File: src/design/cpu_pkg.sv
package cpu_pkg;

    localparam int DATA_W    = 16;
    localparam int NUM_REGS  = 8;
    localparam int REG_IDX_W = $clog2(NUM_REGS);

    localparam logic [6:0] op_mov = 7'd1;
    localparam logic [6:0] op_ldd = 7'd2;
    localparam logic [6:0] op_ldo = 7'd3;
    localparam logic [6:0] op_ldi = 7'd4;
    localparam logic [6:0] op_std = 7'd5;
    localparam logic [6:0] op_sto = 7'd6;
    localparam logic [6:0] op_add = 7'd7;
    localparam logic [6:0] op_adi = 7'd8;
    localparam logic [6:0] op_adc = 7'd9;
    localparam logic [6:0] op_sub = 7'd10;
    localparam logic [6:0] op_suc = 7'd11;
    localparam logic [6:0] op_cmp = 7'd12;
    localparam logic [6:0] op_cmi = 7'd13;
    localparam logic [6:0] op_jmp = 7'd14;

    localparam logic [3:0] alu_add    = 4'b0000;
    localparam logic [3:0] alu_sub    = 4'b0001;
    localparam logic [3:0] alu_pass_l = 4'b1001;
    localparam logic [3:0] alu_pass_r = 4'b1010;

    typedef struct packed {
        logic [REG_IDX_W-1:0] so_reg;
        logic [REG_IDX_W-1:0] fo_reg;
        logic [REG_IDX_W-1:0] tg_reg;
        logic [6:0]           opcode;
    } instr_reg_t;

    typedef struct packed {
        logic [4:0] unused;
        logic [3:0] cond;
        logic [6:0] opcode;
    } instr_jmp_t;

    typedef union packed {
        instr_reg_t rtype;
        instr_jmp_t jtype;
    } instr_u;

    typedef struct packed {
        logic [DATA_W-1:0] imm;     // right operand when selected
        instr_u            instr;
    } prog_word_t;

    typedef struct packed {
        logic [3:0] spare;
        logic       ovf;
        logic       lt;
        logic       carry;
        logic       eq;
    } flags_t;

    typedef struct packed {
        logic                 pc_inc;
        logic                 pc_ie;
        logic                 reg_in_mux_ctl;
        logic                 alu_r_mux_ctl;
        logic                 alu_cin;
        logic                 ram_write;
        logic                 ram_read;
        logic                 flag_we;
        logic [3:0]           alu_mode;
        logic [REG_IDX_W-1:0] reg_l_ctl;
        logic [REG_IDX_W-1:0] reg_r_ctl;
        logic [NUM_REGS-1:0]  gp_reg_ie;
    } ctrl_t;

    typedef struct packed {
        logic              write;
        logic              read;
        logic [DATA_W-1:0] addr;
        logic [DATA_W-1:0] wdata;
    } mem_req_t;

endpackage

File: src/design/instr_decoder.sv
module instr_decoder (
    input  logic            clk,
    input  logic            rst_n,
    input  logic            run,
    input  cpu_pkg::instr_u instr,
    input  cpu_pkg::flags_t flags,
    output cpu_pkg::ctrl_t  ctrl
);

    logic jmp_en;

    always_comb begin
        ctrl        = '0;
        ctrl.pc_inc = 1'b1;
        case (instr.rtype.opcode)
            cpu_pkg::op_mov: begin
                ctrl.alu_mode                        = cpu_pkg::alu_pass_l;
                ctrl.reg_l_ctl                       = instr.rtype.fo_reg;
                ctrl.gp_reg_ie[instr.rtype.tg_reg]   = 1'b1;
            end
            cpu_pkg::op_ldd: begin                          // direct address from imm
                ctrl.alu_mode                        = cpu_pkg::alu_pass_r;
                ctrl.alu_r_mux_ctl                   = 1'b1;
                ctrl.reg_in_mux_ctl                  = 1'b1;
                ctrl.ram_read                        = 1'b1;
                ctrl.gp_reg_ie[instr.rtype.tg_reg]   = 1'b1;
            end
            cpu_pkg::op_ldo: begin                          // base reg plus imm
                ctrl.alu_mode                        = cpu_pkg::alu_add;
                ctrl.reg_l_ctl                       = instr.rtype.fo_reg;
                ctrl.alu_r_mux_ctl                   = 1'b1;
                ctrl.reg_in_mux_ctl                  = 1'b1;
                ctrl.ram_read                        = 1'b1;
                ctrl.gp_reg_ie[instr.rtype.tg_reg]   = 1'b1;
            end
            cpu_pkg::op_ldi: begin
                ctrl.alu_mode                        = cpu_pkg::alu_pass_r;
                ctrl.alu_r_mux_ctl                   = 1'b1;
                ctrl.gp_reg_ie[instr.rtype.tg_reg]   = 1'b1;
            end
            cpu_pkg::op_std: begin
                ctrl.alu_mode                        = cpu_pkg::alu_pass_r;
                ctrl.alu_r_mux_ctl                   = 1'b1;
                ctrl.reg_r_ctl                       = instr.rtype.fo_reg;
                ctrl.ram_write                       = 1'b1;
            end
            cpu_pkg::op_sto: begin
                ctrl.alu_mode                        = cpu_pkg::alu_add;
                ctrl.alu_r_mux_ctl                   = 1'b1;
                ctrl.reg_r_ctl                       = instr.rtype.fo_reg;   // store data
                ctrl.reg_l_ctl                       = instr.rtype.so_reg;   // base
                ctrl.ram_write                       = 1'b1;
            end
            cpu_pkg::op_add, cpu_pkg::op_adc: begin
                ctrl.alu_mode                        = cpu_pkg::alu_add;
                ctrl.reg_l_ctl                       = instr.rtype.fo_reg;
                ctrl.reg_r_ctl                       = instr.rtype.so_reg;
                ctrl.alu_cin                         = (instr.rtype.opcode == cpu_pkg::op_adc)
                                                       & flags.carry;
                ctrl.flag_we                         = 1'b1;
                ctrl.gp_reg_ie[instr.rtype.tg_reg]   = 1'b1;
            end
            cpu_pkg::op_adi: begin
                ctrl.alu_mode                        = cpu_pkg::alu_add;
                ctrl.reg_l_ctl                       = instr.rtype.fo_reg;
                ctrl.alu_r_mux_ctl                   = 1'b1;
                ctrl.flag_we                         = 1'b1;
                ctrl.gp_reg_ie[instr.rtype.tg_reg]   = 1'b1;
            end
            cpu_pkg::op_sub, cpu_pkg::op_suc: begin
                ctrl.alu_mode                        = cpu_pkg::alu_sub;
                ctrl.reg_l_ctl                       = instr.rtype.fo_reg;
                ctrl.reg_r_ctl                       = instr.rtype.so_reg;
                ctrl.alu_cin                         = (instr.rtype.opcode == cpu_pkg::op_suc)
                                                       & flags.carry;
                ctrl.flag_we                         = 1'b1;
                ctrl.gp_reg_ie[instr.rtype.tg_reg]   = 1'b1;
            end
            cpu_pkg::op_cmp: begin                          // flags only
                ctrl.alu_mode                        = cpu_pkg::alu_sub;
                ctrl.reg_l_ctl                       = instr.rtype.fo_reg;
                ctrl.reg_r_ctl                       = instr.rtype.so_reg;
                ctrl.flag_we                         = 1'b1;
            end
            cpu_pkg::op_cmi: begin
                ctrl.alu_mode                        = cpu_pkg::alu_sub;
                ctrl.reg_l_ctl                       = instr.rtype.fo_reg;
                ctrl.alu_r_mux_ctl                   = 1'b1;
                ctrl.flag_we                         = 1'b1;
            end
            cpu_pkg::op_jmp: begin                          // target is imm
                ctrl.alu_mode                        = cpu_pkg::alu_pass_r;
                ctrl.alu_r_mux_ctl                   = 1'b1;
                ctrl.pc_ie                           = jmp_en;
                ctrl.pc_inc                          = ~jmp_en;
            end
            default: ctrl.pc_inc = 1'b1;                    // nop
        endcase

        // halted core must not retire anything, including during reset
        if (!run) begin
            ctrl.pc_inc    = 1'b0;
            ctrl.pc_ie     = 1'b0;
            ctrl.ram_write = 1'b0;
            ctrl.ram_read  = 1'b0;
            ctrl.flag_we   = 1'b0;
            ctrl.gp_reg_ie = '0;
        end
    end

    always_comb begin
        case (instr.jtype.cond)
            4'd1:    jmp_en = flags.carry;
            4'd2:    jmp_en = flags.eq;
            4'd3:    jmp_en = flags.lt;
            4'd4:    jmp_en = ~(flags.lt | flags.eq);   // signed greater
            4'd5:    jmp_en = flags.lt | flags.eq;
            4'd6:    jmp_en = ~flags.lt;
            4'd7:    jmp_en = ~flags.eq;
            4'd8,
            4'd9:    jmp_en = flags.ovf;
            default: jmp_en = 1'b1;                     // unconditional
        endcase
    end

    a_one_reg_write: assert property (@(posedge clk) disable iff (!rst_n)
        $onehot0(ctrl.gp_reg_ie));
    a_no_rd_wr: assert property (@(posedge clk) disable iff (!rst_n)
        !(ctrl.ram_write && ctrl.ram_read));
    a_pc_src: assert property (@(posedge clk) disable iff (!rst_n)
        !(ctrl.pc_inc && ctrl.pc_ie));

endmodule

File: src/design/fetch_unit.sv
module fetch_unit #(
    parameter  int PROG_DEPTH = 64,
    localparam int PC_W       = $clog2(PROG_DEPTH)
) (
    input  logic                      clk,
    input  logic                      rst_n,
    input  logic                      run,
    input  logic                      prog_we,
    input  logic [PC_W-1:0]           prog_addr,
    input  cpu_pkg::prog_word_t       prog_wdata,
    input  logic                      pc_inc,
    input  logic                      pc_ie,
    input  logic [cpu_pkg::DATA_W-1:0] jump_target,
    output logic [PC_W-1:0]           pc,
    output cpu_pkg::prog_word_t       word
);

    cpu_pkg::prog_word_t prog_mem [PROG_DEPTH];

    always_ff @(posedge clk) begin
        if (prog_we && !run) begin       // load port only while halted
            prog_mem[prog_addr] <= prog_wdata;
        end
    end

    assign word = prog_mem[pc];          // async read

    always_ff @(posedge clk or negedge rst_n) begin
        if (!rst_n) begin
            pc <= '0;
        end else if (pc_ie) begin
            pc <= jump_target[PC_W-1:0];
        end else if (pc_inc) begin
            pc <= pc + 1'b1;
        end
    end

    a_load_halted: assert property (@(posedge clk) disable iff (!rst_n)
        !(prog_we && run));

endmodule

File: src/design/reg_file.sv
module reg_file (
    input  logic                          clk,
    input  logic                          rst_n,
    input  logic [cpu_pkg::REG_IDX_W-1:0] l_sel,
    input  logic [cpu_pkg::REG_IDX_W-1:0] r_sel,
    input  logic [cpu_pkg::NUM_REGS-1:0]  we,
    input  logic [cpu_pkg::DATA_W-1:0]    wdata,
    output logic [cpu_pkg::DATA_W-1:0]    l_data,
    output logic [cpu_pkg::DATA_W-1:0]    r_data
);

    logic [cpu_pkg::DATA_W-1:0] regs [cpu_pkg::NUM_REGS];

    always_ff @(posedge clk or negedge rst_n) begin
        if (!rst_n) begin
            for (int i = 0; i < cpu_pkg::NUM_REGS; i++) begin
                regs[i] <= '0;
            end
        end else begin
            for (int i = 0; i < cpu_pkg::NUM_REGS; i++) begin
                if (we[i]) begin         // one-hot from decoder
                    regs[i] <= wdata;
                end
            end
        end
    end

    assign l_data = regs[l_sel];
    assign r_data = regs[r_sel];

endmodule

File: src/design/alu.sv
module alu (
    input  logic                       clk,
    input  logic                       rst_n,
    input  logic [3:0]                 mode,
    input  logic [cpu_pkg::DATA_W-1:0] l,
    input  logic [cpu_pkg::DATA_W-1:0] r,
    input  logic                       cin,
    input  logic                       flag_we,
    output logic [cpu_pkg::DATA_W-1:0] result,
    output cpu_pkg::flags_t            flags
);

    localparam int MSB = cpu_pkg::DATA_W - 1;

    logic [cpu_pkg::DATA_W:0] wide;
    logic                     carry;
    logic                     ovf;
    cpu_pkg::flags_t          flags_next;

    always_comb begin
        wide   = '0;
        carry  = 1'b0;
        ovf    = 1'b0;
        result = '0;                     // unknown modes
        case (mode)
            cpu_pkg::alu_add: begin
                wide   = {1'b0, l} + {1'b0, r} + {{cpu_pkg::DATA_W{1'b0}}, cin};
                result = wide[MSB:0];
                carry  = wide[cpu_pkg::DATA_W];
                ovf    = (l[MSB] == r[MSB]) && (result[MSB] != l[MSB]);
            end
            cpu_pkg::alu_sub: begin
                wide   = {1'b0, l} - {1'b0, r} - {{cpu_pkg::DATA_W{1'b0}}, cin};
                result = wide[MSB:0];
                carry  = wide[cpu_pkg::DATA_W];   // borrow
                ovf    = (l[MSB] != r[MSB]) && (result[MSB] != l[MSB]);
            end
            cpu_pkg::alu_pass_l: result = l;
            cpu_pkg::alu_pass_r: result = r;
            default:             result = '0;
        endcase

        flags_next       = '0;
        flags_next.ovf   = ovf;
        flags_next.lt    = result[MSB] ^ ovf;     // signed less-than
        flags_next.carry = carry;
        flags_next.eq    = (result == '0);
    end

    always_ff @(posedge clk or negedge rst_n) begin
        if (!rst_n) begin
            flags <= '0;
        end else if (flag_we) begin
            flags <= flags_next;
        end
    end

endmodule

File: src/design/cpu_core.sv
module cpu_core #(
    parameter  int PROG_DEPTH = 64,
    localparam int PC_W       = $clog2(PROG_DEPTH)
) (
    input  logic                       clk,
    input  logic                       rst_n,
    input  logic                       run,
    input  logic                       prog_we,
    input  logic [PC_W-1:0]            prog_addr,
    input  cpu_pkg::prog_word_t        prog_wdata,
    output cpu_pkg::mem_req_t          mem_req,
    input  logic [cpu_pkg::DATA_W-1:0] mem_rdata,
    output logic [PC_W-1:0]            pc
);

    cpu_pkg::prog_word_t        word;
    cpu_pkg::ctrl_t             ctrl;
    cpu_pkg::flags_t            flags;
    logic [cpu_pkg::DATA_W-1:0] l_data;
    logic [cpu_pkg::DATA_W-1:0] r_data;
    logic [cpu_pkg::DATA_W-1:0] alu_r;
    logic [cpu_pkg::DATA_W-1:0] alu_result;
    logic [cpu_pkg::DATA_W-1:0] reg_wdata;

    assign alu_r     = ctrl.alu_r_mux_ctl ? word.imm : r_data;
    assign reg_wdata = ctrl.reg_in_mux_ctl ? mem_rdata : alu_result;

    assign mem_req = '{write: ctrl.ram_write, read: ctrl.ram_read,
                       addr: alu_result, wdata: r_data};

    instr_decoder u_decoder (
        .clk   (clk),
        .rst_n (rst_n),
        .run   (run),
        .instr (word.instr),
        .flags (flags),
        .ctrl  (ctrl)
    );

    fetch_unit #(.PROG_DEPTH(PROG_DEPTH)) u_fetch (
        .clk         (clk),
        .rst_n       (rst_n),
        .run         (run),
        .prog_we     (prog_we),
        .prog_addr   (prog_addr),
        .prog_wdata  (prog_wdata),
        .pc_inc      (ctrl.pc_inc),
        .pc_ie       (ctrl.pc_ie),
        .jump_target (alu_result),   // imm passed through
        .pc          (pc),
        .word        (word)
    );

    reg_file u_regs (
        .clk    (clk),
        .rst_n  (rst_n),
        .l_sel  (ctrl.reg_l_ctl),
        .r_sel  (ctrl.reg_r_ctl),
        .we     (ctrl.gp_reg_ie),
        .wdata  (reg_wdata),
        .l_data (l_data),
        .r_data (r_data)
    );

    alu u_alu (
        .clk     (clk),
        .rst_n   (rst_n),
        .mode    (ctrl.alu_mode),
        .l       (l_data),
        .r       (alu_r),
        .cin     (ctrl.alu_cin),
        .flag_we (ctrl.flag_we),
        .result  (alu_result),
        .flags   (flags)
    );

endmodule

File: config.mk
export PLATFORM = sky130hd
export DESIGN_NAME = cpu_core
export DESIGN_NICKNAME = d
export VERILOG_FILES = /design/src/design/cpu_pkg.sv /design/src/design/instr_decoder.sv /design/src/design/fetch_unit.sv /design/src/design/reg_file.sv /design/src/design/alu.sv /design/src/design/cpu_core.sv
export SDC_FILE = /design/constraint.sdc
export NUM_CORES = 2
export LEC_CHECK = 0
export ABC_AREA = 1
export BUFFER_PORTS_ARGS = -buffer_cell sky130_fd_sc_hd__buf_4
export CAP_MARGIN = 10
export CORE_MARGIN = 1.5
export CORE_UTILIZATION = 55
export CTS_CLUSTER_DIAMETER = 150
export CTS_CLUSTER_SIZE = 28
export DETAILED_ROUTE_END_ITERATION = 10
export PLACE_DENSITY = 0.71
export SLEW_MARGIN = 20
export SYNTH_ARGS = -nofsm -noshare
export SYNTH_HDL_FRONTEND = slang
export SYNTH_SLANG_ARGS = --single-unit
export TNS_END_PERCENT = 1
File: constraint.sdc
create_clock -name clk -period 8.1 [get_ports clk]
set_input_delay 1.215 -clock clk [delete_from_list [all_inputs] [get_ports clk]]
set_output_delay 1.215 -clock clk [all_outputs]
set_load 0.01 [all_outputs]
==> flow_summary.yaml <==
logic_synthesis:
  async_reset_ff_frac: 0.0631
  yosysWarnings: 0
  postSynthCellCount: 7677
  ys_types: 62
  avgSynthCellArea_sq_um: 11.9
  syn-num-nets: 7783
  synth_seq_cells: 2186
  synth-seq-area-share: 0.712
  synth_enable_flop_cells: 2048
  ys.flop_type: "edfxtp_1"
  synth_area_sq_um: 91200
setup_path:
  arrival_ns: 6.92
  start_kind: "flip-flop"
  cp_top_family: "simple AND/OR/NAND/NOR gates"
  critPathRequiredTime_ns: 6.88
  cp_slowest_stage_delay_ns: 0.61
  r2r-start: "u_fetch.pc[2]"
  worstSetupPathType: "flip-flop to primary output"
  r2r_end: "u_alu.flags[0]"
  critPathBufInv: 12
  critPathMaxFanout: 19
  r2r_slack_ns: 1.11
  crit_path_end_kind: "primary output"
  reg2reg_depth: 43
  slowest_stage: "dfrtp_4"
detailed_routing:
  finalWirelength_mm: 280
  remaining_drc_errors: 0
  ant_nets: 0
  dr.first_iter.drc_count: 10100
  vias: 64600
  viasPerCell: 6.44
  dr.pass1.iters: 8
  routedWlPerCell_um: 28.0
sta:
  skew_ns: 0.0672
  rsz0062_at_grt: "yes"
  fmax_mhz: 123
  report.final.slew_viol_count: 0
  worst_slack_ns: -0.0373
  tightest_slew_ns: 1.05
  finalCritPeriodShare: 1.00
  relSlewSlack: 0.295
  setup_tns_ns: -0.0414
  timing.final.hold_violations: 0
  setup_viol: 2
  finalCriticalPeriod_ns: 8.14
die:
  row_count: 149
  fp.dieW_um: 410
  io_pins: 98
  fp.dieArea_sq_um: 168000
  coreArea_sq_um: 165000
  die_h_um: 410
  start_util: 0.554
grt:
  antenna_found_initial: 6
  grt_pass1_vias: 59300
  grt_use_total: 0.322
  grt_max_degree: 145
  grt_pass1_wl_mm: 399
  grt_overflow: 0
cts:
  cts.sinks: 2186
  root_buffer: "clkbuf_16"
  clk_pin_slew_ns: 0.13
  clock_latency_ns: 0.79
  cts_tree: "done"
  cts_buffers: 88
  htreeDepth: 3
  cts_buffer_depth: 3
  cts_hold_buffers: 0
final_layout:
  areaGrowthSynthToFinish_pct: 11.0
  instances_no_fill: 10000
  final_nets: 7907
  post_route_cells_drive_above_1_share: 0.121
outcome:
  violations: "negative setup slack"
  status: "finished with violations"
placement:
  io_buffer_count: 97
  place.gp.congestion: 0.954
  placed_cells_incl_taps: 9798
  hpwl_mm: 154
worst_hold_path:
  min_path_type: "input pin to asynchronous set/reset pin"
job:
  maxCapViolCount: 0
[cell families after synthesis]
| group | Yosys count | share of synthesized area |
|---|---|---|
| AOI/OAI and AO/OA | 1728 | 0.112 |
| and+or+nand+nor | 2886 | 0.129 |
| muxes | 7 | 0.000905 |
| DFF | 2186 | 0.712 |
| xor gates and xnor gates | 10 | 0.000960 |
| adders and majority gates | 48 | 0.00691 |
| buffers and inverters | 812 | 0.0385 |
[worst reg2reg max path, delay by kind of cell, from the launching register on]
kind,cells,cell delay (ns)
fa+ha+maj,1,0.30
simple gates,22,2.78
flops,1,0.61
compound gates,8,1.45
buf+inv,12,1.78
[flip-flops by register name, indices dropped and copies added (netlist names)]
name,cells
u_alu.flags,4
u_fetch.pc,6
u_fetch.prog_mem,2048
u_regs.regs,128
[Yosys cell counts, types with 7 or more instances]
cell type	count	area, sq um
xor2_1	7	61.3
o311ai_0	18	158
nand3b_1	7	52.6
a21oi_1	222	1110
o211ai_1	96	721
or2_2	17	106
dfrtp_1	138	3450
nand3_1	453	2270
inv_2	26	97.6
nand2_1	1289	4840
buf_4	22	165
nor2_1	1011	3790
a32o_1	17	170
a32oi_1	13	114
o21ai_1	51	255
edfxtp_1	2048	61500
nor2_2	8	50.1
clkbuf_1	265	995
o21ai_0	853	4270
o221ai_1	139	1220
nand4_1	29	181
o22ai_1	208	1300
nand3_2	7	70.1
a22oi_1	32	240
inv_1	286	1070
buf_6	23	259
buf_2	160	801
nand2_2	17	106
ha_1	44	551
a31oi_1	29	181
nor3_1	23	115
buf_1	23	86.3
o2111ai_1	9	78.8
o21ai_2	14	123
[placed cells by master, fill, tap and decap left out, drive strengths merged, types with 32 or more instances in the layout]
cell type	n
a21oi	225
o211ai	96
o22ai	210
buf	497
dfrtp	138
nand3	461
nor2	1022
edfxtp	2048
nand2	1312
o21ai	918
a22oi	32
clkbuf	140
o221ai	139
ha	44
inv	321
[how the worst max path moves through the flow]
stage / startpoint / end / slack, ns / depth (start not counted)
6_report: u_fetch.pc[2] / mem_req[30] / -0.04 / 36
5_1_grt: u_fetch.pc[1] / mem_req[27] / -0.36 / 50
4_1_cts: u_fetch.pc[1] / mem_req[30] / -0.08 / 43
3_5_place_dp: u_fetch.pc[0] / mem_req[30] / 0.17 / 40
3_3_place_gp: u_fetch.pc[0] / mem_req[30] / 0.18 / 45
2_1_floorplan: u_fetch.pc[0] / mem_req[30] / 1.45 / 45
[final cells by class]
cell class / instances / area [sq um]
diodes: 3 / 7.51
clock buffers: 124 / 2360
clock inverters: 7 / 105
fillers: 12600 / 63500
inverters: 319 / 1290
multi-input cells: 4681 / 24200
flip-flops and latches: 2186 / 65000
well taps: 2189 / 2740
repair buffers: 520 / 5570
repair inverters: 5 / 85.1
[layer usage]
layer | share of wire | wire length (um) | GRT usage | vias up
met2 | 0.46 | 128000 | 0.498 | 4394
met3 | 0.12 | 33700 | 0.0546 | 649
met4 | 0.050 | 14000 | 0.139 | 8
met5 | 0.00021 | 58 | 0 | -
met1 | 0.37 | 105000 | 0.453 | 31700
li1 | - | - | - | 27800
[metrics by stage]
step / area, sq um / utilization / hold slack, ns / setup WS [ns]
floorplan: 91200 / - / 0.444 / 1.45
global placement: 96000 / 0.582 / 0.467 / 0.184
detailed placement: 96000 / 0.582 / 0.476 / 0.173
CTS: 99700 / 0.605 / 0.352 / -0.0782
global route: 101000 / 0.615 / 0.399 / -0.359
finish: 101000 / 0.615 / 0.371 / -0.0373
[what timing repair did]
item	4_1_cts	5_1_grt
endpoints found under the setup margin	7	8
cloned	18	18
buffers inserted	23	44
gates resized for setup	124	197
pin swaps	20	95
Power is left out: the tool's default activity adds up to more than one toggle a clock period on the data nets, which glitch-free logic cannot reach.
